[config.mk]
export PLATFORM = sky130hd
export DESIGN_NAME = jt_prom_we
export DESIGN_NICKNAME = d
export VERILOG_FILES = /design/src/logic/jt_game_pkg.sv /design/src/logic/jt_prom_we.sv
export SDC_FILE = /design/constraint.sdc
export NUM_CORES = 1
export LEC_CHECK = 0
export BUFFER_PORTS_ARGS = -buffer_cell sky130_fd_sc_hd__buf_2
export CAP_MARGIN = 20
export CORE_AREA = 2 2 39 41
export DETAILED_ROUTE_END_ITERATION = 8
export DIE_AREA = 0 0 41 43
export PLACE_DENSITY = 0.65
export SYNTH_ARGS = -nofsm -noshare
export SYNTH_HDL_FRONTEND = slang
export SYNTH_SLANG_ARGS = --single-unit
[constraint.sdc]
create_clock -name clk -period 1.28 [get_ports clk]
set_input_delay 0.32 -clock clk [delete_from_list [all_inputs] [get_ports clk]]
set_output_delay 0.32 -clock clk [all_outputs]
set_load 0.05 [all_outputs]
[src/logic/jt_game_pkg.sv]
// ~~~~~~~~~~~~~~~~~~~~~~~~~~~~~~
// Game core package
// Widths, video timing, ROM map and shared types
// ~~~~~~~~~~~~~~~~~~~~~~~~~~~~~~
package jt_game_pkg;

    // SDRAM and ROM bus widths
    localparam int sdram_aw = 22;
    localparam int sdram_dw = 16;
    localparam int main_aw  = 17;
    localparam int snd_aw   = 15;
    // 8-bit tile code, 3-bit row, two pad bits
    localparam int char_aw  = 13;
    localparam int obj_aw   = 15;

    // Video timing in pixels and lines
    localparam logic [8:0] h_total   = 9'd384;
    localparam logic [8:0] h_visible = 9'd256;
    localparam logic [8:0] v_total   = 9'd264;
    localparam logic [8:0] v_visible = 9'd224;
    localparam logic [8:0] hs_start  = 9'd304;
    localparam logic [8:0] hs_len    = 9'd32;
    localparam logic [8:0] vs_start  = 9'd240;
    localparam logic [8:0] vs_len    = 9'd4;

    // Arbiter timing in clk cycles
    localparam int slot_cycles   = 4;
    localparam int sdram_latency = 3;

    // ROM regions, SDRAM word addresses
    localparam logic [sdram_aw-1:0] main_offset = 22'h00000;
    localparam logic [sdram_aw-1:0] snd_offset  = 22'h0A000;
    localparam logic [sdram_aw-1:0] char_offset = 22'h0C000;
    localparam logic [sdram_aw-1:0] obj_offset  = 22'h15000;

    // PROMs follow the ROMs in the download stream
    localparam logic [sdram_aw-1:0] prom_base  = 22'h3A000;
    localparam logic [sdram_aw-1:0] prom_size  = 22'd256;
    localparam int                  prom_count = 10;

    // Arbiter owners, rotated in this order
    typedef enum logic [1:0] {
        slot_main,
        slot_snd,
        slot_char,
        slot_obj
    } rom_slot_e;

    // PROMs in download order
    typedef enum logic [3:0] {
        prom_k6, prom_d1, prom_d2, prom_d6, prom_e8,
        prom_e9, prom_e10, prom_f1, prom_k3, prom_m11
    } prom_id_e;

    typedef struct packed {
        logic [8:0] h;
        logic [8:0] v;
    } video_pos_t;

    typedef struct packed {
        logic lhbl;
        logic lvbl;
        logic hs;
        logic vs;
        logic hinit;
    } video_sync_t;

    typedef struct packed {
        logic [9:0] addr;
        logic [7:0] dout;
        logic       char_cs;
        logic       wr_n;
    } cpu_bus_t;

endpackage

[src/logic/jt_prom_we.sv]
// ~~~~~~~~~~~~~~~~~~~~~~~~~~~~~~
// PROM write decoder
// Download address to one-hot PROM enables
// ~~~~~~~~~~~~~~~~~~~~~~~~~~~~~~
`timescale 1ns/1ps

module jt_prom_we import jt_game_pkg::*; (
    input  logic                  clk,
    input  logic                  rst_n,
    input  logic                  downloading,
    input  logic                  prog_we,
    input  logic [sdram_aw-1:0]   ioctl_addr,
    output logic [prom_count-1:0] prom_we
);

    localparam logic [sdram_aw-1:0] prom_end = prom_base + 22'(prom_count) * prom_size;

    logic [sdram_aw-1:0]   rel_addr;
    logic [sdram_aw-1:0]   prom_idx;
    logic                  hit;
    prom_id_e              prom_id;
    logic [prom_count-1:0] we_next;

    always_comb begin
        rel_addr = ioctl_addr - prom_base;
        prom_idx = rel_addr / prom_size;
        prom_id  = prom_id_e'(prom_idx[3:0]);
        hit      = downloading && prog_we && ioctl_addr >= prom_base && ioctl_addr < prom_end;
        for (int i = 0; i < prom_count; i++) begin
            we_next[i] = hit && int'(prom_id) == i;
        end
    end

    always_ff @(posedge clk) begin
        if (!rst_n) begin
            prom_we <= '0;
        end else begin
            prom_we <= we_next;
        end
    end

    // At most one PROM written, and only as part of a download
    a_prom_we: assert property (
        @(posedge clk) disable iff (!rst_n)
        |prom_we |-> $onehot(prom_we) && $past(downloading)
    );

endmodule

==> out/qor.txt <==
Status = finished, final reports clean
Final setup vio count = 0
Static Leak = 0.267 nW
Max incr delay on CP = 0.31 ns
Critical path type = reg -> out
Critical Path Sink Type = output pin
DR WL/cell = 9.18 microns
Area occupied by multi-input gates = 178 sq um
Worst EP required = 0.96 ns
Final Hold Vio Count = 0
CTS buffer count = 3
DIE HEIGHT = 43 microns
Initial antenna violation count = 0
CP Launch Type = flop
Worst-margin pin slew = 0.253 ns
Routed WL = 725 microns
Post-Synthesis Cells = 33
Overflow after GRT = 0
Synth warnings = 0
Design Area, Final = 556 sq um
Max-slew violation count = 0
Tmin final = 1.13 ns
Via/cell ratio = 4.49
#FFs+latches synth = 10
First-pass GRT wire length = 1.19 mm
Die footprint = 1760 sq um
Hold Crit Class = in -> reg
DP HPWL = 644 microns
Via Count = 355
Critical path's top delay family = flip-flops
Peak supply drop = 0.223 mV
Biggest regs = prom_we: 10 flops
Total GRT Usage = 9.95%
ANT nets after route = 0
Clk sinks = 10
Remaining DRCs = 0
PostCTS Resize Cnt = 0
Initial DRC count = 7
Nets = 91
Seq. cell area = 200 sq um
Final worst-path cycle share = 88.2%
FMAX = 886 MHz
Worst-path fanout max = 1
Placer Congestion = 0.642
Reg with most FFs = prom_we
Critical Path, Cell by Cell = buf_2
Synthesized Nets = 59
Synth cell types = 14
Max_cap viols = 0
Hold Buf Count CTS = 0
Fin Setup TNS = 0 ns
Buffers on Ports = 27
Die W = 41 microns
Core area = 1380 sq um
Proportion of synthesized chip area in sequential cells = 53.0%
# diodes = 0
Row count = 14
Filler cell count = 141
Max reg flops = 10
Initial core utilization = 27.3%
Syn avg cell area = 11.5 sq um
CTS H-tree lvls = 1
Largest net degree at the start of global routing = 7
Area grow syn2layout = 47.0%
Mapped cell area = 378 sq um
Crit-path slowest cell = dfxtp_1
Relative slew margins = 83.3%
Vias in the first global route = 330
CTS tree = done
Clk buf depth = 2
Crit path arrival time = 0.81 ns
Clk pin slew, worst setup/hold paths = 0.06 ns
CTS Root Cell = clkbuf_4
Area post-placement = 533 sq um
First-pass DRT Iterations = 2
Total setup buffers inserted after CTS = 0
# IOs = 36
Layout cells sized above 1 = 58.7%
Buf/Inv on CP = 1
RSZ-0062 raised after global routing = false
P per Cell Area = 1000 nW/um^2
==> final cells by class <==
class / instances / share of cell area, %
Clock buffer: 3 / 4.05
Multi-Input combinational cell: 23 / 32.0
Sequential cell: 10 / 36.0
Tap cell: 16 / 3.60
Timing Repair Buffer: 27 / 24.3
==> layout by cell type, fill, tap and decap left out, types with 2 or more instances in the layout <==
cell type / synthesis / layout
nor3_1: 2 / 2
and4bb_2: 2 / 2
nand4_1: 2 / 2
dfxtp_1: 10 / 10
buf_2: 0 / 27
clkbuf_4: 0 / 3
nor2_1: 6 / 6
nand2b_1: 3 / 3
==> metal layers <==
| layer | vias to the layer above | track usage [%] | routed length [microns] |
|---|---|---|---|
| li1 | 180 | - | - |
| met1 | 153 | 11.3 | 266 |
| met2 | 22 | 15.3 | 354 |
| met5 | - | 0 | 0 |
| met3 | 0 | 1.57 | 103 |
| met4 | 0 | 8.00 | 0 |
==> metrics by stage <==
step / total power, mW / cells / hold slack [ns] / utilization [%] / worst slack, ns
global placement: 0.371 / 76 / 0.586 / 38.5 / 0.107
floorplan: 0.336 / 33 / 0.389 / - / 0.267
detailed placement: 0.372 / 76 / 0.584 / 38.5 / 0.0734
global route: 0.593 / 79 / 0.329 / 40.1 / 0.0927
CTS: 0.567 / 79 / 0.319 / 40.1 / 0.132
finish: 0.556 / 79 / 0.322 / 40.1 / 0.151
==> kinds of logic after synthesis <==
family	count (synthesis)	synth area share, %
AND/OR/NAND/NOR	23	47.0
flip-flops	10	53.0
==> cell usage after synthesis (all sizes together) <==
cell	count	area, sq um
nand2b	3	18.8
nor4	1	12.5
nor2b	1	6.26
dfxtp	10	200
nor4b	1	15.0
nor2	6	22.5
nand4	3	25.0
and4bb	2	25.0
and4b	1	10.0
nor3	3	20.0
nor3b	1	18.8
nand2	1	3.75
==> final timing paths <==
path | slack (ns) | depth (start not counted) | endpoint | from
worst min-delay path | 0.32 | 2 | prom_we[0] | ioctl_addr[8]
worst max-delay path | 0.15 | 1 | prom_we[3] | prom_we[3]
==> power breakdown <==
part	switching, mW	internal, mW
Combinational	0.0234	0.0296
Clock	0.0847	0.107
Sequential	0.000000777	0.311
Total	0.108	0.448
No activity file was read; power rests on OpenSTA's default activity.
