$ cat src/logic/jt_game_pkg.sv
// ~~~~~~~~~~~~~~~~~~~~~~~~~~~~~~
// Game core package
// Widths, video timing, ROM map and shared types
// ~~~~~~~~~~~~~~~~~~~~~~~~~~~~~~
package jt_game_pkg;

    // SDRAM and ROM bus widths
    localparam int sdram_aw = 22;
    localparam int sdram_dw = 16;
    localparam int main_aw  = 17;
    localparam int snd_aw   = 15;
    // 8-bit tile code, 3-bit row, two pad bits
    localparam int char_aw  = 13;
    localparam int obj_aw   = 15;

    // Video timing in pixels and lines
    localparam logic [8:0] h_total   = 9'd384;
    localparam logic [8:0] h_visible = 9'd256;
    localparam logic [8:0] v_total   = 9'd264;
    localparam logic [8:0] v_visible = 9'd224;
    localparam logic [8:0] hs_start  = 9'd304;
    localparam logic [8:0] hs_len    = 9'd32;
    localparam logic [8:0] vs_start  = 9'd240;
    localparam logic [8:0] vs_len    = 9'd4;

    // Arbiter timing in clk cycles
    localparam int slot_cycles   = 4;
    localparam int sdram_latency = 3;

    // ROM regions, SDRAM word addresses
    localparam logic [sdram_aw-1:0] main_offset = 22'h00000;
    localparam logic [sdram_aw-1:0] snd_offset  = 22'h0A000;
    localparam logic [sdram_aw-1:0] char_offset = 22'h0C000;
    localparam logic [sdram_aw-1:0] obj_offset  = 22'h15000;

    // PROMs follow the ROMs in the download stream
    localparam logic [sdram_aw-1:0] prom_base  = 22'h3A000;
    localparam logic [sdram_aw-1:0] prom_size  = 22'd256;
    localparam int                  prom_count = 10;

    // Arbiter owners, rotated in this order
    typedef enum logic [1:0] {
        slot_main,
        slot_snd,
        slot_char,
        slot_obj
    } rom_slot_e;

    // PROMs in download order
    typedef enum logic [3:0] {
        prom_k6, prom_d1, prom_d2, prom_d6, prom_e8,
        prom_e9, prom_e10, prom_f1, prom_k3, prom_m11
    } prom_id_e;

    typedef struct packed {
        logic [8:0] h;
        logic [8:0] v;
    } video_pos_t;

    typedef struct packed {
        logic lhbl;
        logic lvbl;
        logic hs;
        logic vs;
        logic hinit;
    } video_sync_t;

    typedef struct packed {
        logic [9:0] addr;
        logic [7:0] dout;
        logic       char_cs;
        logic       wr_n;
    } cpu_bus_t;

endpackage

$ cat src/logic/jt_rom_arbiter.sv
// ~~~~~~~~~~~~~~~~~~~~~~~~~~~~~~
// SDRAM ROM arbiter
// Four clients in fixed time slots, refetch on change
// ~~~~~~~~~~~~~~~~~~~~~~~~~~~~~~
`timescale 1ns/1ps

module jt_rom_arbiter import jt_game_pkg::*; (
    input  logic                clk,
    input  logic                rst_n,
    input  logic                downloading,
    input  logic [main_aw-1:0]  main_addr,
    input  logic [snd_aw-1:0]   snd_addr,
    input  logic [char_aw-1:0]  char_addr,
    input  logic [obj_aw-1:0]   obj_addr,
    output logic [7:0]          main_data,
    output logic [7:0]          snd_data,
    output logic [sdram_dw-1:0] char_data,
    output logic [sdram_dw-1:0] obj_data,
    output logic                sdram_re,
    output logic [sdram_aw-1:0] sdram_addr,
    input  logic [sdram_dw-1:0] data_read,
    output logic                rom_ready
);

    rom_slot_e                owner;
    logic [1:0]               cyc;
    logic                     slot_start;
    logic                     slot_last;
    logic                     need;
    logic                     rot_clean;
    logic [sdram_aw-1:0]      cur_addr;
    logic [sdram_aw-1:0]      last_addr [4];
    logic [3:0]               held;
    logic [sdram_latency-1:0] pipe_vld;
    rom_slot_e                pipe_slot [sdram_latency];
    logic [sdram_dw-1:0]      main_word;
    logic [sdram_dw-1:0]      snd_word;

    assign slot_start = cyc == 2'd0;
    assign slot_last  = cyc == 2'(slot_cycles - 1);

    // CPU ROMs are byte addressed, the video ROMs are word addressed
    always_comb begin
        case (owner)
            slot_main: cur_addr = main_offset + sdram_aw'(main_addr[main_aw-1:1]);
            slot_snd:  cur_addr = snd_offset + sdram_aw'(snd_addr[snd_aw-1:1]);
            slot_char: cur_addr = char_offset + sdram_aw'(char_addr);
            default:   cur_addr = obj_offset + sdram_aw'(obj_addr);
        endcase
    end

    assign need = !held[owner] || cur_addr != last_addr[owner];

    // Slot rotation never stalls
    always_ff @(posedge clk) begin
        if (!rst_n) begin
            cyc   <= 2'd0;
            owner <= slot_main;
        end else if (slot_last) begin
            cyc   <= 2'd0;
            owner <= rom_slot_e'(owner + 2'd1);
        end else begin
            cyc <= cyc + 2'd1;
        end
    end

    // Strobe and in-flight tracking
    always_ff @(posedge clk) begin
        if (!rst_n) begin
            sdram_re <= 1'b0;
            pipe_vld <= '0;
            held     <= '0;
        end else begin
            sdram_re <= slot_start && need && !downloading;
            pipe_vld <= {pipe_vld[sdram_latency-2:0], sdram_re};
            if (downloading) begin
                // ROM contents change, so everything is fetched again
                held <= '0;
            end else if (pipe_vld[sdram_latency-1]) begin
                held[pipe_slot[sdram_latency-1]] <= 1'b1;
            end
        end
    end

    // Address, tag pipeline and client data registers
    always_ff @(posedge clk) begin
        if (slot_start && need && !downloading) begin
            sdram_addr       <= cur_addr;
            last_addr[owner] <= cur_addr;
        end
        // Owner is unchanged in the strobe cycle
        pipe_slot[0] <= owner;
        for (int i = 1; i < sdram_latency; i++) begin
            pipe_slot[i] <= pipe_slot[i-1];
        end
        if (pipe_vld[sdram_latency-1]) begin
            case (pipe_slot[sdram_latency-1])
                slot_main: main_word <= data_read;
                slot_snd:  snd_word  <= data_read;
                slot_char: char_data <= data_read;
                default:   obj_data  <= data_read;
            endcase
        end
    end

    // Odd byte addresses take the upper half of the word
    assign main_data = main_addr[0] ? main_word[sdram_dw-1:8] : main_word[7:0];
    assign snd_data  = snd_addr[0] ? snd_word[sdram_dw-1:8] : snd_word[7:0];

    // Ready after one whole rotation clear of the download
    always_ff @(posedge clk) begin
        if (!rst_n || downloading) begin
            rom_ready <= 1'b0;
            rot_clean <= 1'b0;
        end else begin
            if (owner == slot_main && slot_start) begin
                rot_clean <= 1'b1;
            end
            if (owner == slot_obj && slot_last && rot_clean) begin
                rom_ready <= 1'b1;
            end
        end
    end

    a_re_pulse: assert property (
        @(posedge clk) disable iff (!rst_n)
        sdram_re |=> !sdram_re
    );

    a_re_download: assert property (
        @(posedge clk) disable iff (!rst_n)
        $past(downloading) |-> !sdram_re
    );

endmodule

$ cat config.mk
export PLATFORM = sky130hd
export DESIGN_NAME = jt_rom_arbiter
export DESIGN_NICKNAME = d
export VERILOG_FILES = /design/src/logic/jt_game_pkg.sv /design/src/logic/jt_rom_arbiter.sv
export SDC_FILE = /design/constraint.sdc
export NUM_CORES = 1
export LEC_CHECK = 0
export BUFFER_PORTS_ARGS = -buffer_cell sky130_fd_sc_hd__buf_2
export CORE_ASPECT_RATIO = 0.75
export CORE_MARGIN = 2
export CORE_UTILIZATION = 40
export DETAILED_ROUTE_END_ITERATION = 8
export PLACE_DENSITY = 0.72
export SYNTH_ARGS = -nofsm -noshare
export SYNTH_HDL_FRONTEND = slang
export SYNTH_SLANG_ARGS = --single-unit
$ cat constraint.sdc
create_clock -name clk -period 3.84 [get_ports clk]
set_input_delay 0.192 -clock clk [delete_from_list [all_inputs] [get_ports clk]]
set_output_delay 0.192 -clock clk [all_outputs]
set_load 0.03 [all_outputs]
==> flow_summary_export.csv <==
group,metric,value,unit
min_path,hold_depth,1,
floorplan,rows,40,
yosys,synth_seq_cells,171,
global_route,grt_max_degree,24,
floorplan,die_width,152,um
clock_tree,hold_buffers,15,
final_layout,antennaDiodeCount,0,
route,drtPass1Iterations,8,
clock_tree,cts_tree,"built",
placement,io_buffer_count,145,
timing,timing.fmax,0.286,GHz
setup_path,path_class,"flip-flop to flip-flop",
setup_path,crit_arrival,3.54,ns
timing,finalCritPeriodShare,91.0,%
setup_path,cp_max_fo,17,
timing,rsz0062_at_grt,"no",
clock_tree,numCtsBuffers,17,
route,viasPerCell,5.07,
min_path,hold_class,"input port to flip-flop",
setup_path,crit_required,3.88,ns
clock_tree,cts-root-buf,"clkbuf_16",
setup_path,max_stage_delay,0.89,ns
global_route,grt-ovfl-total,0,
floorplan,num_io_pins,151,
setup_path,crit_cells,7,
clock_tree,clkSinkCount,171,
status,outcome,"complete, no violations",
global_route,grt_pass1_wl,22000,um
yosys,ys.warnings.count,0,
yosys,syn_avg_cell_area,18.6,sq um
yosys,synth_seq_area_share,75.1,%
timing,setup_ws,0.347,ns
job,cap_violations,0,
timing,finalSetupViolCount,0,
yosys,synth.distinct_cells,35,
placement,dp_slack,0.398,ns
timing,drv_slew,0,
clock_tree,post_cts_buffers,0,
placement,gp_congestion,0.860,
route,ant_nets,0,
final_layout,finalNonFillerCells,757,
pwr,power.total,0.00418,W
global_route,grt_pass1_vias,3929,
route,num_vias,3839,
setup_path,critPathLaunchType,"flip-flop",
route,drc,0,
timing,max_slew_margin,27.3,%
placement,hpwl,10100,um
route,wl_per_cell,19.2,um
floorplan,die_y,115,um
final_layout,drive_above_1_share,43.7,%
setup_path,ff2ff_path_depth,7,
pwr,p_per_area,502,nW/um^2
floorplan,core_area,16000,sq um
yosys,syn_area,6550,sq um
clock_tree,cts.htree.levels,4,
floorplan,start_util,40.9,%
setup_path,cp-end-kind,"flip-flop",
floorplan,fp.dieArea,17400,sq um
yosys,synthCells,352,
setup_path,path_cells,"ha_1 > a222oi_1 > a21oi_1 > xnor2_1 > nand4_1 > nor2_1 > a21oi_2",
global_route,antenna_found_initial,0,
final_layout,synthToLayoutAreaGrowth,27.3,%
clock_tree,clk_transition_reported_paths,0.07,ns
route,routed_wl,14500,um
global_route,grt_use_total,17.4,%
clock_tree,cts-resized-gates,0,
timing,worst_pin_slew,1.09,ns
timing,final.min_clock_period,3.49,ns
clock_tree,cts_buffer_depth,2,
route,initialDrtViolationCount,366,
timing,fin_skew,0.00762,ns
setup_path,slowest_stage,"a21oi_2",
clock_tree,clock_latency,0.43,ns
pwr,p_leak,3.09,nW
pwr,vdd_drop_max,0.308,mV
timing,finalHoldViolCount,0,
placement,placedCellCount,710,
setup_path,cpLargestDelayFamily,"compound AO/OA/AOI/OAI gates",
setup_path,path_buf_inv,0,
timing,setup_tns,0,ns
final_layout,fin_nets,621,
cell families (layout without fill, tap and decap cells):
logic type / after synthesis / in the layout / synth area share (%)
xor+xnor: 19 / 19 / 2.54
compound gates: 40 / 40 / 4.51
flops: 171 / 171 / 75.1
buf+inv: 29 / 220 / 2.62
mux: 36 / 36 / 9.25
simple gates: 48 / 48 / 4.42
other cells: 1 / 5 / 0.0573
fa+ha+maj: 8 / 8 / 1.53
power breakdown:
part	internal [W]	total (W)	leakage, nW	switching (W)
clock network	0.000880	0.00166	0.289	0.000784
logic	0.000166	0.000403	1.27	0.000237
registers	0.00210	0.00211	1.53	0.0000194
worst reg2reg max path, cell delays in order (launching register included):
cell	delay [ns]
dfxtp_1	0.46
ha_1	0.60
a222oi_1	0.22
a21oi_1	0.48
xnor2_1	0.15
nand4_1	0.15
nor2_1	0.17
a21oi_2	0.89
through the flow:
step / cell area [sq um] / hold WS [ns] / utilization, %
after floorplan: 6560 / 0.291 / -
after global placement: 7590 / 0.315 / 47.4
after detailed placement: 7590 / 0.316 / 47.4
after CTS: 8340 / 0.00203 / 52.0
after global routing: 8340 / 0.00676 / 52.0
final: 8340 / 0.0208 / 52.0
layout by cell type (no fill, tap or decap), drive strengths merged, types with 15 or more instances in the layout:
master       count
xnor2           17
a21oi           16
mux4            18
mux2            16
dfxtp           22
edfxtp         149
inv             21
buf            163
clkbuf          17
dlygate4sd3     15
synth_stat cells:
cell type | n | area (sq um)
nand2_1 | 3 | 11.3
nand4_2 | 1 | 12.5
buf_8 | 1 | 15.0
xnor2_1 | 17 | 149
and3_1 | 1 | 6.26
conb_1 | 1 | 3.75
nor3b_1 | 2 | 15.0
and2_1 | 5 | 31.3
mux4_2 | 18 | 405
mux2_2 | 16 | 180
a31oi_1 | 2 | 12.5
a211oi_1 | 7 | 52.6
buf_2 | 7 | 35.0
nor3_2 | 1 | 10.0
nor3_4 | 1 | 16.3
mux2i_1 | 2 | 20.0
clkbuf_1 | 2 | 7.51
buf_4 | 5 | 37.5
ha_1 | 8 | 100
edfxtp_1 | 149 | 4470
nand4_1 | 3 | 18.8
inv_1 | 10 | 37.5
dfxtp_1 | 22 | 440
a222oi_1 | 13 | 130
nand2b_1 | 2 | 12.5
clkbuf_2 | 1 | 5.00
buf_6 | 3 | 33.8
nor2b_1 | 13 | 81.3
a31oi_2 | 1 | 12.5
a21oi_1 | 16 | 80.1
a22oi_1 | 1 | 7.51
xor2_1 | 2 | 17.5
and3b_1 | 2 | 17.5
or2b_1 | 1 | 7.51
nor2_1 | 13 | 48.8
registers in the layout, indices dropped and copies added (netlist names), named ones only:
register	cells
main_word	16
held	4
snd_word	16
obj_data	16
rot_clean	1
pipe_vld	3
rom_ready	1
cyc	2
owner	2
sdram_addr	17
last_addr	68
pipe_slot	6
sdram_re	1
char_data	16
worst paths after layout:
path,start,end,slack [ns]
setup / recovery,owner[1]$_SDFFE_PN0P_,sdram_addr[2]$_DFFE_PP_,0.35
hold / removal,data_read[3],char_data[3]$_DFFE_PP_,0.02
setup reg to reg,owner[1]$_SDFFE_PN0P_,sdram_addr[2]$_DFFE_PP_,0.35
hold reg to reg,pipe_slot[0][2]$_DFF_P_,pipe_slot[0][4]$_DFF_P_,0.33
per-layer routing:
metal / share of wire (%) / vias to the layer above / global-route usage, %
met2: 50 / 126 / 26.9
met5: 0 / - / 0
met3: 5.5 / 26 / 4.25
li1: - / 1745 / -
met4: 1.9 / 0 / 7.72
met1: 43 / 1942 / 23.5
area by class of cell:
cell class | count | area (sq um)
Fill cell | 1276 | 7680
Sequential cell | 171 | 4910
Multi-Input combinational cell | 156 | 1500
Timing Repair Buffer | 178 | 1020
Clock buffer | 17 | 425
Tap cell | 210 | 263
Clock inverter | 15 | 168
Inverter | 10 | 37.5
Power figures use the tool's default switching activity.
