## src/logic/jt_game_pkg.sv

```systemverilog
// ~~~~~~~~~~~~~~~~~~~~~~~~~~~~~~
// Game core package
// Widths, video timing, ROM map and shared types
// ~~~~~~~~~~~~~~~~~~~~~~~~~~~~~~
package jt_game_pkg;

    // SDRAM and ROM bus widths
    localparam int sdram_aw = 22;
    localparam int sdram_dw = 16;
    localparam int main_aw  = 17;
    localparam int snd_aw   = 15;
    // 8-bit tile code, 3-bit row, two pad bits
    localparam int char_aw  = 13;
    localparam int obj_aw   = 15;

    // Video timing in pixels and lines
    localparam logic [8:0] h_total   = 9'd384;
    localparam logic [8:0] h_visible = 9'd256;
    localparam logic [8:0] v_total   = 9'd264;
    localparam logic [8:0] v_visible = 9'd224;
    localparam logic [8:0] hs_start  = 9'd304;
    localparam logic [8:0] hs_len    = 9'd32;
    localparam logic [8:0] vs_start  = 9'd240;
    localparam logic [8:0] vs_len    = 9'd4;

    // Arbiter timing in clk cycles
    localparam int slot_cycles   = 4;
    localparam int sdram_latency = 3;

    // ROM regions, SDRAM word addresses
    localparam logic [sdram_aw-1:0] main_offset = 22'h00000;
    localparam logic [sdram_aw-1:0] snd_offset  = 22'h0A000;
    localparam logic [sdram_aw-1:0] char_offset = 22'h0C000;
    localparam logic [sdram_aw-1:0] obj_offset  = 22'h15000;

    // PROMs follow the ROMs in the download stream
    localparam logic [sdram_aw-1:0] prom_base  = 22'h3A000;
    localparam logic [sdram_aw-1:0] prom_size  = 22'd256;
    localparam int                  prom_count = 10;

    // Arbiter owners, rotated in this order
    typedef enum logic [1:0] {
        slot_main,
        slot_snd,
        slot_char,
        slot_obj
    } rom_slot_e;

    // PROMs in download order
    typedef enum logic [3:0] {
        prom_k6, prom_d1, prom_d2, prom_d6, prom_e8,
        prom_e9, prom_e10, prom_f1, prom_k3, prom_m11
    } prom_id_e;

    typedef struct packed {
        logic [8:0] h;
        logic [8:0] v;
    } video_pos_t;

    typedef struct packed {
        logic lhbl;
        logic lvbl;
        logic hs;
        logic vs;
        logic hinit;
    } video_sync_t;

    typedef struct packed {
        logic [9:0] addr;
        logic [7:0] dout;
        logic       char_cs;
        logic       wr_n;
    } cpu_bus_t;

endpackage

```

## src/logic/jt_video_timer.sv

```systemverilog
// ~~~~~~~~~~~~~~~~~~~~~~~~~~~~~~
// Video timer
// Beam counters, blanking and sync levels
// ~~~~~~~~~~~~~~~~~~~~~~~~~~~~~~
`timescale 1ns/1ps

module jt_video_timer import jt_game_pkg::*; (
    input  logic        clk,
    input  logic        cen6,
    input  logic        rst_n,
    output video_pos_t  pos,
    output video_sync_t sync
);

    logic h_last;
    logic v_last;

    assign h_last = pos.h == h_total - 9'd1;
    assign v_last = pos.v == v_total - 9'd1;

    // Pixel counter, line counter steps at the end of each line
    always_ff @(posedge clk) begin
        if (!rst_n) begin
            pos <= '0;
        end else if (cen6) begin
            if (h_last) begin
                pos.h <= 9'd0;
                if (v_last) begin
                    pos.v <= 9'd0;
                end else begin
                    pos.v <= pos.v + 9'd1;
                end
            end else begin
                pos.h <= pos.h + 9'd1;
            end
        end
    end

    // Levels decoded straight from the counters
    always_comb begin
        sync.lhbl  = pos.h < h_visible;
        sync.lvbl  = pos.v < v_visible;
        sync.hs    = pos.h >= hs_start && pos.h < hs_start + hs_len;
        sync.vs    = pos.v >= vs_start && pos.v < vs_start + vs_len;
        // Marks the tick that starts a line
        sync.hinit = cen6 && pos.h == 9'd0;
    end

    // Counters stay inside the frame
    a_beam_range: assert property (
        @(posedge clk) disable iff (!rst_n)
        pos.h < h_total && pos.v < v_total
    );

endmodule

```

## config.mk

```make
export PLATFORM = sky130hd
export DESIGN_NAME = jt_video_timer
export DESIGN_NICKNAME = d
export VERILOG_FILES = /design/src/logic/jt_game_pkg.sv /design/src/logic/jt_video_timer.sv
export SDC_FILE = /design/constraint.sdc
export NUM_CORES = 1
export LEC_CHECK = 0
export BUFFER_PORTS_ARGS = -buffer_cell sky130_fd_sc_hd__clkbuf_2
export CAP_MARGIN = 20
export CORE_MARGIN = 2
export CORE_UTILIZATION = 50
export CTS_CLUSTER_DIAMETER = 80
export DETAILED_ROUTE_END_ITERATION = 8
export PLACE_DENSITY = 0.87
export REMOVE_ABC_BUFFERS = 1
export SLEW_MARGIN = 20
export SYNTH_ARGS = -nofsm -noshare
export SYNTH_HDL_FRONTEND = slang
export SYNTH_SLANG_ARGS = --single-unit
```

## constraint.sdc

```tcl
create_clock -name clk -period 2 [get_ports clk]
set_input_delay 0.4 -clock clk [delete_from_list [all_inputs] [get_ports clk]]
set_output_delay 0.4 -clock clk [all_outputs]
set_load 0.1 [all_outputs]
```

==> metrics, run 1 <==
RSZ-0062 raised after global routing=yes; post-DP HPWL=1.69 mm; Worst Path Required=1.60 ns; routed vias/inst=5.81; worst r2r dst=pos[7]; largest area contributor in the netlist=dfxtp_1; Min Hold Slack=0.439 ns; outcome=finished with violations; Synth top area share=37.5%; failing checks=setup timing; FF/Latch Area=362 µm²; Reg2Reg Setup Slack=0.19 ns; Post-synth top cells=dfxtp_1, nand2_1, nor2_1, a21oi_1; CP cell instances=nor4_2, nand3b_1, nor4b_2, buf_4, buf_12; Multi-input gate area=584 µm²; final wirelength=2.32 mm; Critical path origin=pos[16]; clock sinks=18; ANT nets after route=0; met1 GRT Util=29.9%; Hold Path Stages=2; Synth area leaders=dfxtp_1, nand2_1, a21oi_1; final-report hold violation count=0; kind of cell adding the most delay to the critical path=simple AND/OR/NAND/NOR gates; Tcrit/Tclk final=100%; site row count=15; worst reg-to-reg path cell count=4; FILL cells=164; Post-synth EDFFs=0; placed instance count=166; Yosys warnings=0; Largest Register=pos; DP Worst Slack=0.224 ns; total iterations of the first detailed-routing run=4; H-tree levels=1; Mapped Area=960 µm²; Final Wtd Congestion=0.850; Die Wd=47.8 µm; Worst path slowest cell=dfxtp_2; Seq/Total Area, Yosys=37.5%; Initial Util=54.4%; Clock Path Buffers=2; asr flop ratio synth=0%; Slew @ Worst Pin=0.554 ns; diodes inserted=0; Most used DFF post-synth=dfxtp_1; drc violations=0; crit path DAT=1.61 ns; hold-fix buffer count after cts=0; Mapped Cells=118; die span in y=47.8 µm; Period minus WS final=2.01 ns; number of global-route vias before repair=857; clock skew=0.00296 ns; largest net degree at the start of global routing=11; Non-Filler Instances=170; nets@finish=152; clock slew at reported path FFs=0.10 ns; Largest register FFs=18; Pwr Density=553 nW/µm²; met2 Resource Use GR=36.0%; CTS tree=built; Pwr Total=671 µW; Final Max Tran Viols=0; crit end category=output port; number of setup violations in the final report=1; crit path kind=flop to output port; Yosys reg bits=18; Hold Path Class=input port to flop; total CTS buffers=3; DR WL/cell=13.6 µm; Die Area=2290 µm²; most common cell in the netlist=dfxtp_1; delay of the slowest critical-path stage=0.37 ns; Setup crit start kind=flop; CP max FO=6; Port Buffers=25; Worst Hold End=pos[9]; buffer and inverter count on the worst path=2; LEAKAGE=0.000486 µW; VDD IR max=0.468 mV; Max transition margin=63.2%; setup_tns=-0.00634 ns; GRT Total Usage=23.1%; Synth-to-Final Area Change=26.5%; max cap viols=0; vias after detailed routing=988; min-delay src=rst_n; syn_area_per_cell=8.13 µm²; Regs by FF count=pos (18); Cell variety after synth=34; core area=1760 µm²; I/O pin count=26; setup ws final=-0.00634 ns; total gr overflow=0; DRT iter0 DRCs=34; met3 Track Usage GR=7.92%; first-pass GRT wire length=3.68 mm; worst reg2reg path startpoint=pos[13]; clock latency on the worst-skew pair=0.30 ns; layout cell share with drive strength beyond 1=25.5%; initial antenna violation count=0; f_max=498 MHz; global route hottest layer=met2; root buffer cell=clkbuf_4
-- worst max-delay path by stage --
stage | cells after the start | slack (ns) | endpoint
CTS | 5 | -0.01 | sync[0]
global placement | 5 | 0.28 | sync[0]
floorplan | 3 | -2.67 | sync[0]
finish | 5 | -0.006 | sync[0]
global route | 5 | -0.12 | sync[0]
detailed placement | 5 | 0.22 | sync[0]
-- worst register-to-register path: cells and delay by family, from the launching register on --
kind | cells | cell delay [ns]
flip-flops | 1 | 0.49
AO/OA/AOI/OAI | 1 | 0.16
AND/OR/NAND/NOR | 3 | 1.10
-- placed cells by master, fill, tap and decap left out, types with 2 or more instances in the layout --
cell type	n
ha_1	3
nor2_1	11
o21ai_0	4
nand3b_1	2
and3_1	5
clkbuf_2	22
nor3_1	3
clkbuf_4	3
o21a_1	2
inv_1	3
buf_12	3
buf_4	2
nand4_1	7
xor2_1	5
a21oi_1	9
nand3_1	7
xnor2_1	2
dfxtp_1	17
nand2_1	14
-- routing by layer --
layer	share of wire, %	vias up
li1	-	484
met1	45	466
met2	48	36
met3	6.4	2
met4	0.30	0
met5	0	-
-- through the flow --
| step | utilization (%) | cell area [µm²] |
|---|---|---|
| 5_1_grt | 68.8 | 1210 |
| 2_1_floorplan | - | 932 |
| 6_report | 68.8 | 1210 |
| 4_1_cts | 68.3 | 1200 |
| 3_5_place_dp | 65.1 | 1150 |
| 3_3_place_gp | 65.1 | 1150 |
-- power by group --
group | total [µW] | internal (µW) | switching [µW]
Sequential | 365 | 361 | 3.90
Combinational | 79.7 | 21.5 | 58.2
Clock | 226 | 111 | 115
Total | 671 | 494 | 177
-- area by class of cell --
cell class	count	share of cell area, %
Clock buffer	4	2.99
Inverter	4	1.24
Multi-Input combinational cell	92	48.1
Sequential cell	18	29.8
Tap cell	25	2.58
Timing Repair Buffer	27	15.3
-- kinds of logic (layout without fill, tap and decap cells) --
kind of cell / Yosys count / after routing / synth area share (%)
fa+ha+maj: 3 / 3 / 3.91
xor+xnor: 7 / 7 / 6.39
simple gates: 62 / 62 / 35.7
compound gates: 20 / 20 / 12.0
buf+inv: 8 / 35 / 4.43
flops: 18 / 18 / 37.5
-- what timing repair did --
action                                 CTS  global route
endpoints found under the hold margin    0             0
setup endpoints to repair                2             3
pin swaps                                1             0
setup buffers                            0             0
resized for setup                        4             1
Note: power is estimated with default switching activity, not from simulation.
==> run 2, diff against run 1 <==
CORE_ASPECT_RATIO = 0.7   (was not set)
==> metrics, run 2 (synthesis results as in run 1) <==
crit end category=output port (unchanged); DR WL/cell=15.4 µm (was 13.6 µm); setup ws final=-0.0948 ns (was -0.00634 ns); Min Hold Slack=0.435 ns (was 0.439 ns); clock sinks=18 (unchanged); crit path DAT=1.69 ns (was 1.61 ns); total CTS buffers=3 (unchanged); Largest register FFs=18 (unchanged); Die Area=2290 µm² (about the same); largest net degree at the start of global routing=11 (unchanged); Synth-to-Final Area Change=27.9% (was 26.5%); root buffer cell=clkbuf_4 (unchanged); Worst path slowest cell=dfxtp_4 (was dfxtp_2); diodes inserted=0 (unchanged); ANT nets after route=0 (unchanged); vias after detailed routing=1,024 (was 988); Initial Util=52.2% (was 54.4%); Clock Path Buffers=2 (unchanged); Regs by FF count=pos (18) (unchanged); total gr overflow=0 (unchanged); total iterations of the first detailed-routing run=5 (was 4); layout cell share with drive strength beyond 1=28.6% (was 25.5%); commonest non-fill, non-tap cells in the layout=clkbuf_2, nand2_1, dfxtp_1, nor2_1, a21oi_1 (was clkbuf_2, dfxtp_1, nand2_1, nor2_1, a21oi_1); Largest Register=pos (unchanged); nets@finish=154 (was 152); setup_tns=-0.0948 ns (was -0.00634 ns); buffer and inverter count on the worst path=2 (unchanged); CP cell instances=nor4_4, nand3b_1, nor4b_2, buf_4, buf_12 (was nor4_2, nand3b_1, nor4b_2, buf_4, buf_12); Port Buffers=25 (unchanged); f_max=477 MHz (was 498 MHz); Layout Utilization=66.8% (was 68.8%); Tcrit/Tclk final=105% (was 100%); GRT Total Usage=24.1% (was 23.1%); Pwr Density=547 nW/µm² (was 553 nW/µm²); number of setup violations in the final report=1 (unchanged); kind of cell adding the most delay to the critical path=simple AND/OR/NAND/NOR gates (unchanged); crit path kind=flop to output port (unchanged); Slew @ Worst Pin=0.562 ns (was 0.554 ns); Worst Path Required=1.60 ns (about the same); Final Max Tran Viols=0 (unchanged); die span in y=40.7 µm (was 47.8 µm); clock latency on the worst-skew pair=0.30 ns (about the same); RSZ-0062 raised after global routing=yes (unchanged); core area=1840 µm² (was 1760 µm²); first-pass GRT wire length=4.06 mm (was 3.68 mm); drc violations=0 (unchanged); post-DP HPWL=1.76 mm (was 1.69 mm); final wirelength=2.61 mm (was 2.32 mm); outcome=finished with violations (unchanged); LEAKAGE=0.000501 µW (was 0.000486 µW); Period minus WS final=2.09 ns (was 2.01 ns); site row count=13 (was 15); initial antenna violation count=0 (unchanged); DRT iter0 DRCs=49 (was 34); delay of the slowest critical-path stage=0.39 ns (was 0.37 ns); max cap viols=0 (unchanged); routed vias/inst=6.06 (was 5.81); CTS tree=built (unchanged); Max transition margin=62.7% (was 63.2%); Die Wd=56.4 µm (was 47.8 µm); failing checks=setup timing (unchanged); clock slew at reported path FFs=0.11 ns (was 0.10 ns); VDD IR max=0.386 mV (was 0.468 mV); commonest non-fill, non-tap cell in the layout=clkbuf_2 (unchanged); clock skew=0.0142 ns (was 0.00296 ns); number of global-route vias before repair=857 (unchanged); final-report hold violation count=0 (unchanged); CP max FO=6 (unchanged); Hold Path Class=input port to flop (unchanged); Setup crit start kind=flop (unchanged); H-tree levels=1 (unchanged); Final Wtd Congestion=0.857 (was 0.850); I/O pin count=26 (unchanged)
==> run 2: final cells by class <==
| class | count | area [µm²] |
|---|---|---|
| fillers | 148 | 611 |
| multi-input cells | 92 | 593 |
| flip-flops and latches | 18 | 368 |
| repair buffers | 29 | 188 |
| clock buffers | 4 | 36.3 |
| well taps | 22 | 27.5 |
| inverters | 4 | 15.0 |
==> run 2: final timing paths <==
check | from | slack, ns | to | cells past startpoint
worst max register to register | pos[0] | 0.22 | pos[5] | 5
worst min-delay path | rst_n | 0.44 | pos[9] | 2
worst min register to register | pos[0] | 0.51 | pos[0] | 2
worst max-delay path | pos[16] | -0.09 | sync[0] | 5
==> run 2: report_power, final <==
part	internal (µW)	switching, µW
Combinational	21.5	58.2
Clock	111	118
Sequential	360	3.56
==> run 2: per-layer routing <==
layer	vias to the layer above	share of wire [%]	track usage [%]
met5	-	0	0
met4	0	1.8	4.17
met3	10	7.2	6.94
met2	50	48	42.9
met1	478	43	30.5
li1	486	-	-
==> run 2: repair_timing <==
action,CTS,global route
setup buffers,0,1
endpoints found under the setup margin,2,3
gates resized for setup,5,5
pin swaps,1,1
hold endpoints to repair,0,0
hold buffers,0,0
cloned,0,0
==> run 2: through the flow <==
stage | instance area, µm² | setup WS (ns) | total power, µW | cells
6_report | 1230 | -0.0948 | 672 | 169
5_1_grt | 1230 | -0.171 | 697 | 169
4_1_cts | 1200 | -0.0814 | 677 | 168
3_5_place_dp | 1140 | 0.0763 | 451 | 164
3_3_place_gp | 1140 | 0.257 | 449 | 164
2_1_floorplan | 932 | -2.67 | 425 | 114
==> run 2: worst reg2reg max path, stage by stage (launching register included) <==
cell,delay (ns)
dfxtp_1,0.35
ha_1,0.26
and4b_1,0.22
a21oi_1,0.37
or3b_1,0.40
o21ai_1,0.13
==> run 3, diff against run 2 <==
BUFFER_PORTS_ARGS = not set   (was -buffer_cell sky130_fd_sc_hd__clkbuf_2)
CORE_ASPECT_RATIO = not set   (was 0.7)
CORE_UTILIZATION = 60   (was 50)
DONT_BUFFER_PORTS = 1   (was not set)
PLACE_DENSITY = 0.86   (was 0.87)
==> metrics, run 3 (synthesis results as in run 1) <==
outcome=finished with violations (unchanged); failing checks=setup timing (unchanged); Final Instance Area=1280 µm² (was 1230 µm²); VDD IR max=0.413 mV (was 0.386 mV); total iterations of the first detailed-routing run=4 (was 5); Final Wtd Congestion=0.877 (was 0.857); Max transition margin=61.3% (was 62.7%); routed vias/inst=7.08 (was 6.06); Port Buffers=0 (was 25); number of setup violations in the final report=1 (unchanged); site row count=14 (was 13); Pwr Total=671 µW (was 672 µW); GRT Total Usage=34.6% (was 24.1%); Regs by FF count=pos (18) (unchanged); Slew @ Worst Pin=0.576 ns (was 0.562 ns); Synth-to-Final Area Change=33.6% (was 27.9%); Pwr Density=523 nW/µm² (was 547 nW/µm²); DRT iter0 DRCs=58 (was 49); I/O pin count=26 (unchanged); nets@finish=150 (was 154); Die Area=1940 µm² (was 2290 µm²); dpl cell area=1220 µm² (was 1140 µm²); DP Worst Slack=0.167 ns (was 0.0763 ns); largest net degree at the start of global routing=11 (unchanged); drc violations=0 (unchanged); Critical Path Sink=sync[0] (unchanged); clock skew=0.00417 ns (was 0.0142 ns); Clock Path Buffers=2 (unchanged); total CTS buffers=3 (unchanged); Die Wd=44.0 µm (was 56.4 µm); commonest non-fill, non-tap cell in the layout=buf_4 (was clkbuf_2); setup_tns=-0.0287 ns (was -0.0948 ns); LEAKAGE=0.000515 µW (was 0.000501 µW); core area=1510 µm² (was 1840 µm²); commonest non-fill, non-tap cells in the layout=buf_4, nand2_1, dfxtp_1, nor2_1, a21oi_1 (was clkbuf_2, nand2_1, dfxtp_1, nor2_1, a21oi_1); Setup crit start kind=flop (unchanged); layout cell share with drive strength beyond 1=28.7% (was 28.6%); crit end category=output port (unchanged); die span in y=44.0 µm (was 40.7 µm); total gr overflow=0 (unchanged); max cap viols=0 (unchanged); setup ws final=-0.0287 ns (was -0.0948 ns); final wirelength=3.11 mm (was 2.61 mm); root buffer cell=clkbuf_4 (unchanged); Hold Path Class=input port to flop (unchanged); clock latency on the worst-skew pair=0.30 ns (about the same); post-DP HPWL=2.04 mm (was 1.76 mm); vias after detailed routing=1,126 (was 1,024); final-report hold violation count=0 (unchanged); post-CTS setup buffer count=0 (unchanged); worst r2r dst=pos[7] (was pos[5]); Tcrit/Tclk final=101% (was 105%); initial antenna violation count=0 (unchanged); number of global-route vias before repair=1,015 (was 857); Period minus WS final=2.03 ns (was 2.09 ns); hold-fix buffer count after cts=0 (unchanged); ANT nets after route=0 (unchanged); clock sinks=18 (unchanged); Layout Utilization=85.1% (was 66.8%); Worst Path Required=1.60 ns (about the same); Largest Register=pos (unchanged); crit path kind=flop to output port (unchanged); clock slew at reported path FFs=0.10 ns (was 0.11 ns); Reg2Reg Setup Slack=0.12 ns (was 0.22 ns); Final Max Tran Viols=0 (unchanged); diodes inserted=0 (unchanged); H-tree levels=1 (unchanged); RSZ-0062 raised after global routing=yes (unchanged); Initial Util=63.7% (was 52.2%); f_max=493 MHz (was 477 MHz); Critical path origin=pos[14] (was pos[16]); crit path DAT=1.63 ns (was 1.69 ns); Largest register FFs=18 (unchanged); DR WL/cell=19.5 µm (was 15.4 µm); first-pass GRT wire length=4.93 mm (was 4.06 mm); CP max FO=3 (was 6); CTS tree=built (unchanged); worst reg2reg path startpoint=pos[15] (was pos[0]); worst reg-to-reg path cell count=4 (was 5)
[run 3: how the worst min path moves through the flow]
stage                        from  slack (ns)  endpoint  depth (start not counted)
after CTS                   rst_n        0.21    pos[9]                          1
after global placement    pos[17]        0.48   pos[17]                          2
final                       rst_n        0.22    pos[9]                          1
after global routing        rst_n        0.20    pos[9]                          1
after detailed placement   pos[0]        0.50    pos[0]                          2
after floorplan             rst_n        0.52    pos[9]                          1
[run 3: stage by stage]
stage	std cells	hold slack (ns)
finish	159	0.217
global route	159	0.201
global placement	155	0.482
detailed placement	155	0.505
floorplan	114	0.517
CTS	159	0.212
[run 3: critical path: stages (launching register included)]
cell	delay (ns)
dfxtp_2	0.36
nor4_4	0.28
nand3b_1	0.15
nor4b_4	0.29
clkbuf_16	0.26
[run 3: repair_timing]
item	4_1_cts	5_1_grt
pin swaps	1	0
setup endpoints to repair	1	3
gates resized for setup	5	3
[run 3: layout make-up]
type,instances,area [µm²]
Multi-Input combinational cell,92,604
Inverter,4,15.0
Fill cell,79,224
Clock buffer,4,36.3
Timing Repair Buffer,25,240
Tap cell,16,20.0
Sequential cell,18,367
[run 3: layer usage]
metal  track usage [%]  vias up  wire length (µm)
met5                 0        -                 0
met1              42.1      519              1130
met4              18.8        0               147
met3              4.58       25               299
met2              58.5      101              1530
li1                  -      481                 -
[run 3: where the power goes]
group          switching [µW]  internal (µW)
sequential               3.15            361
clock                     118            111
combinational            54.7           22.3
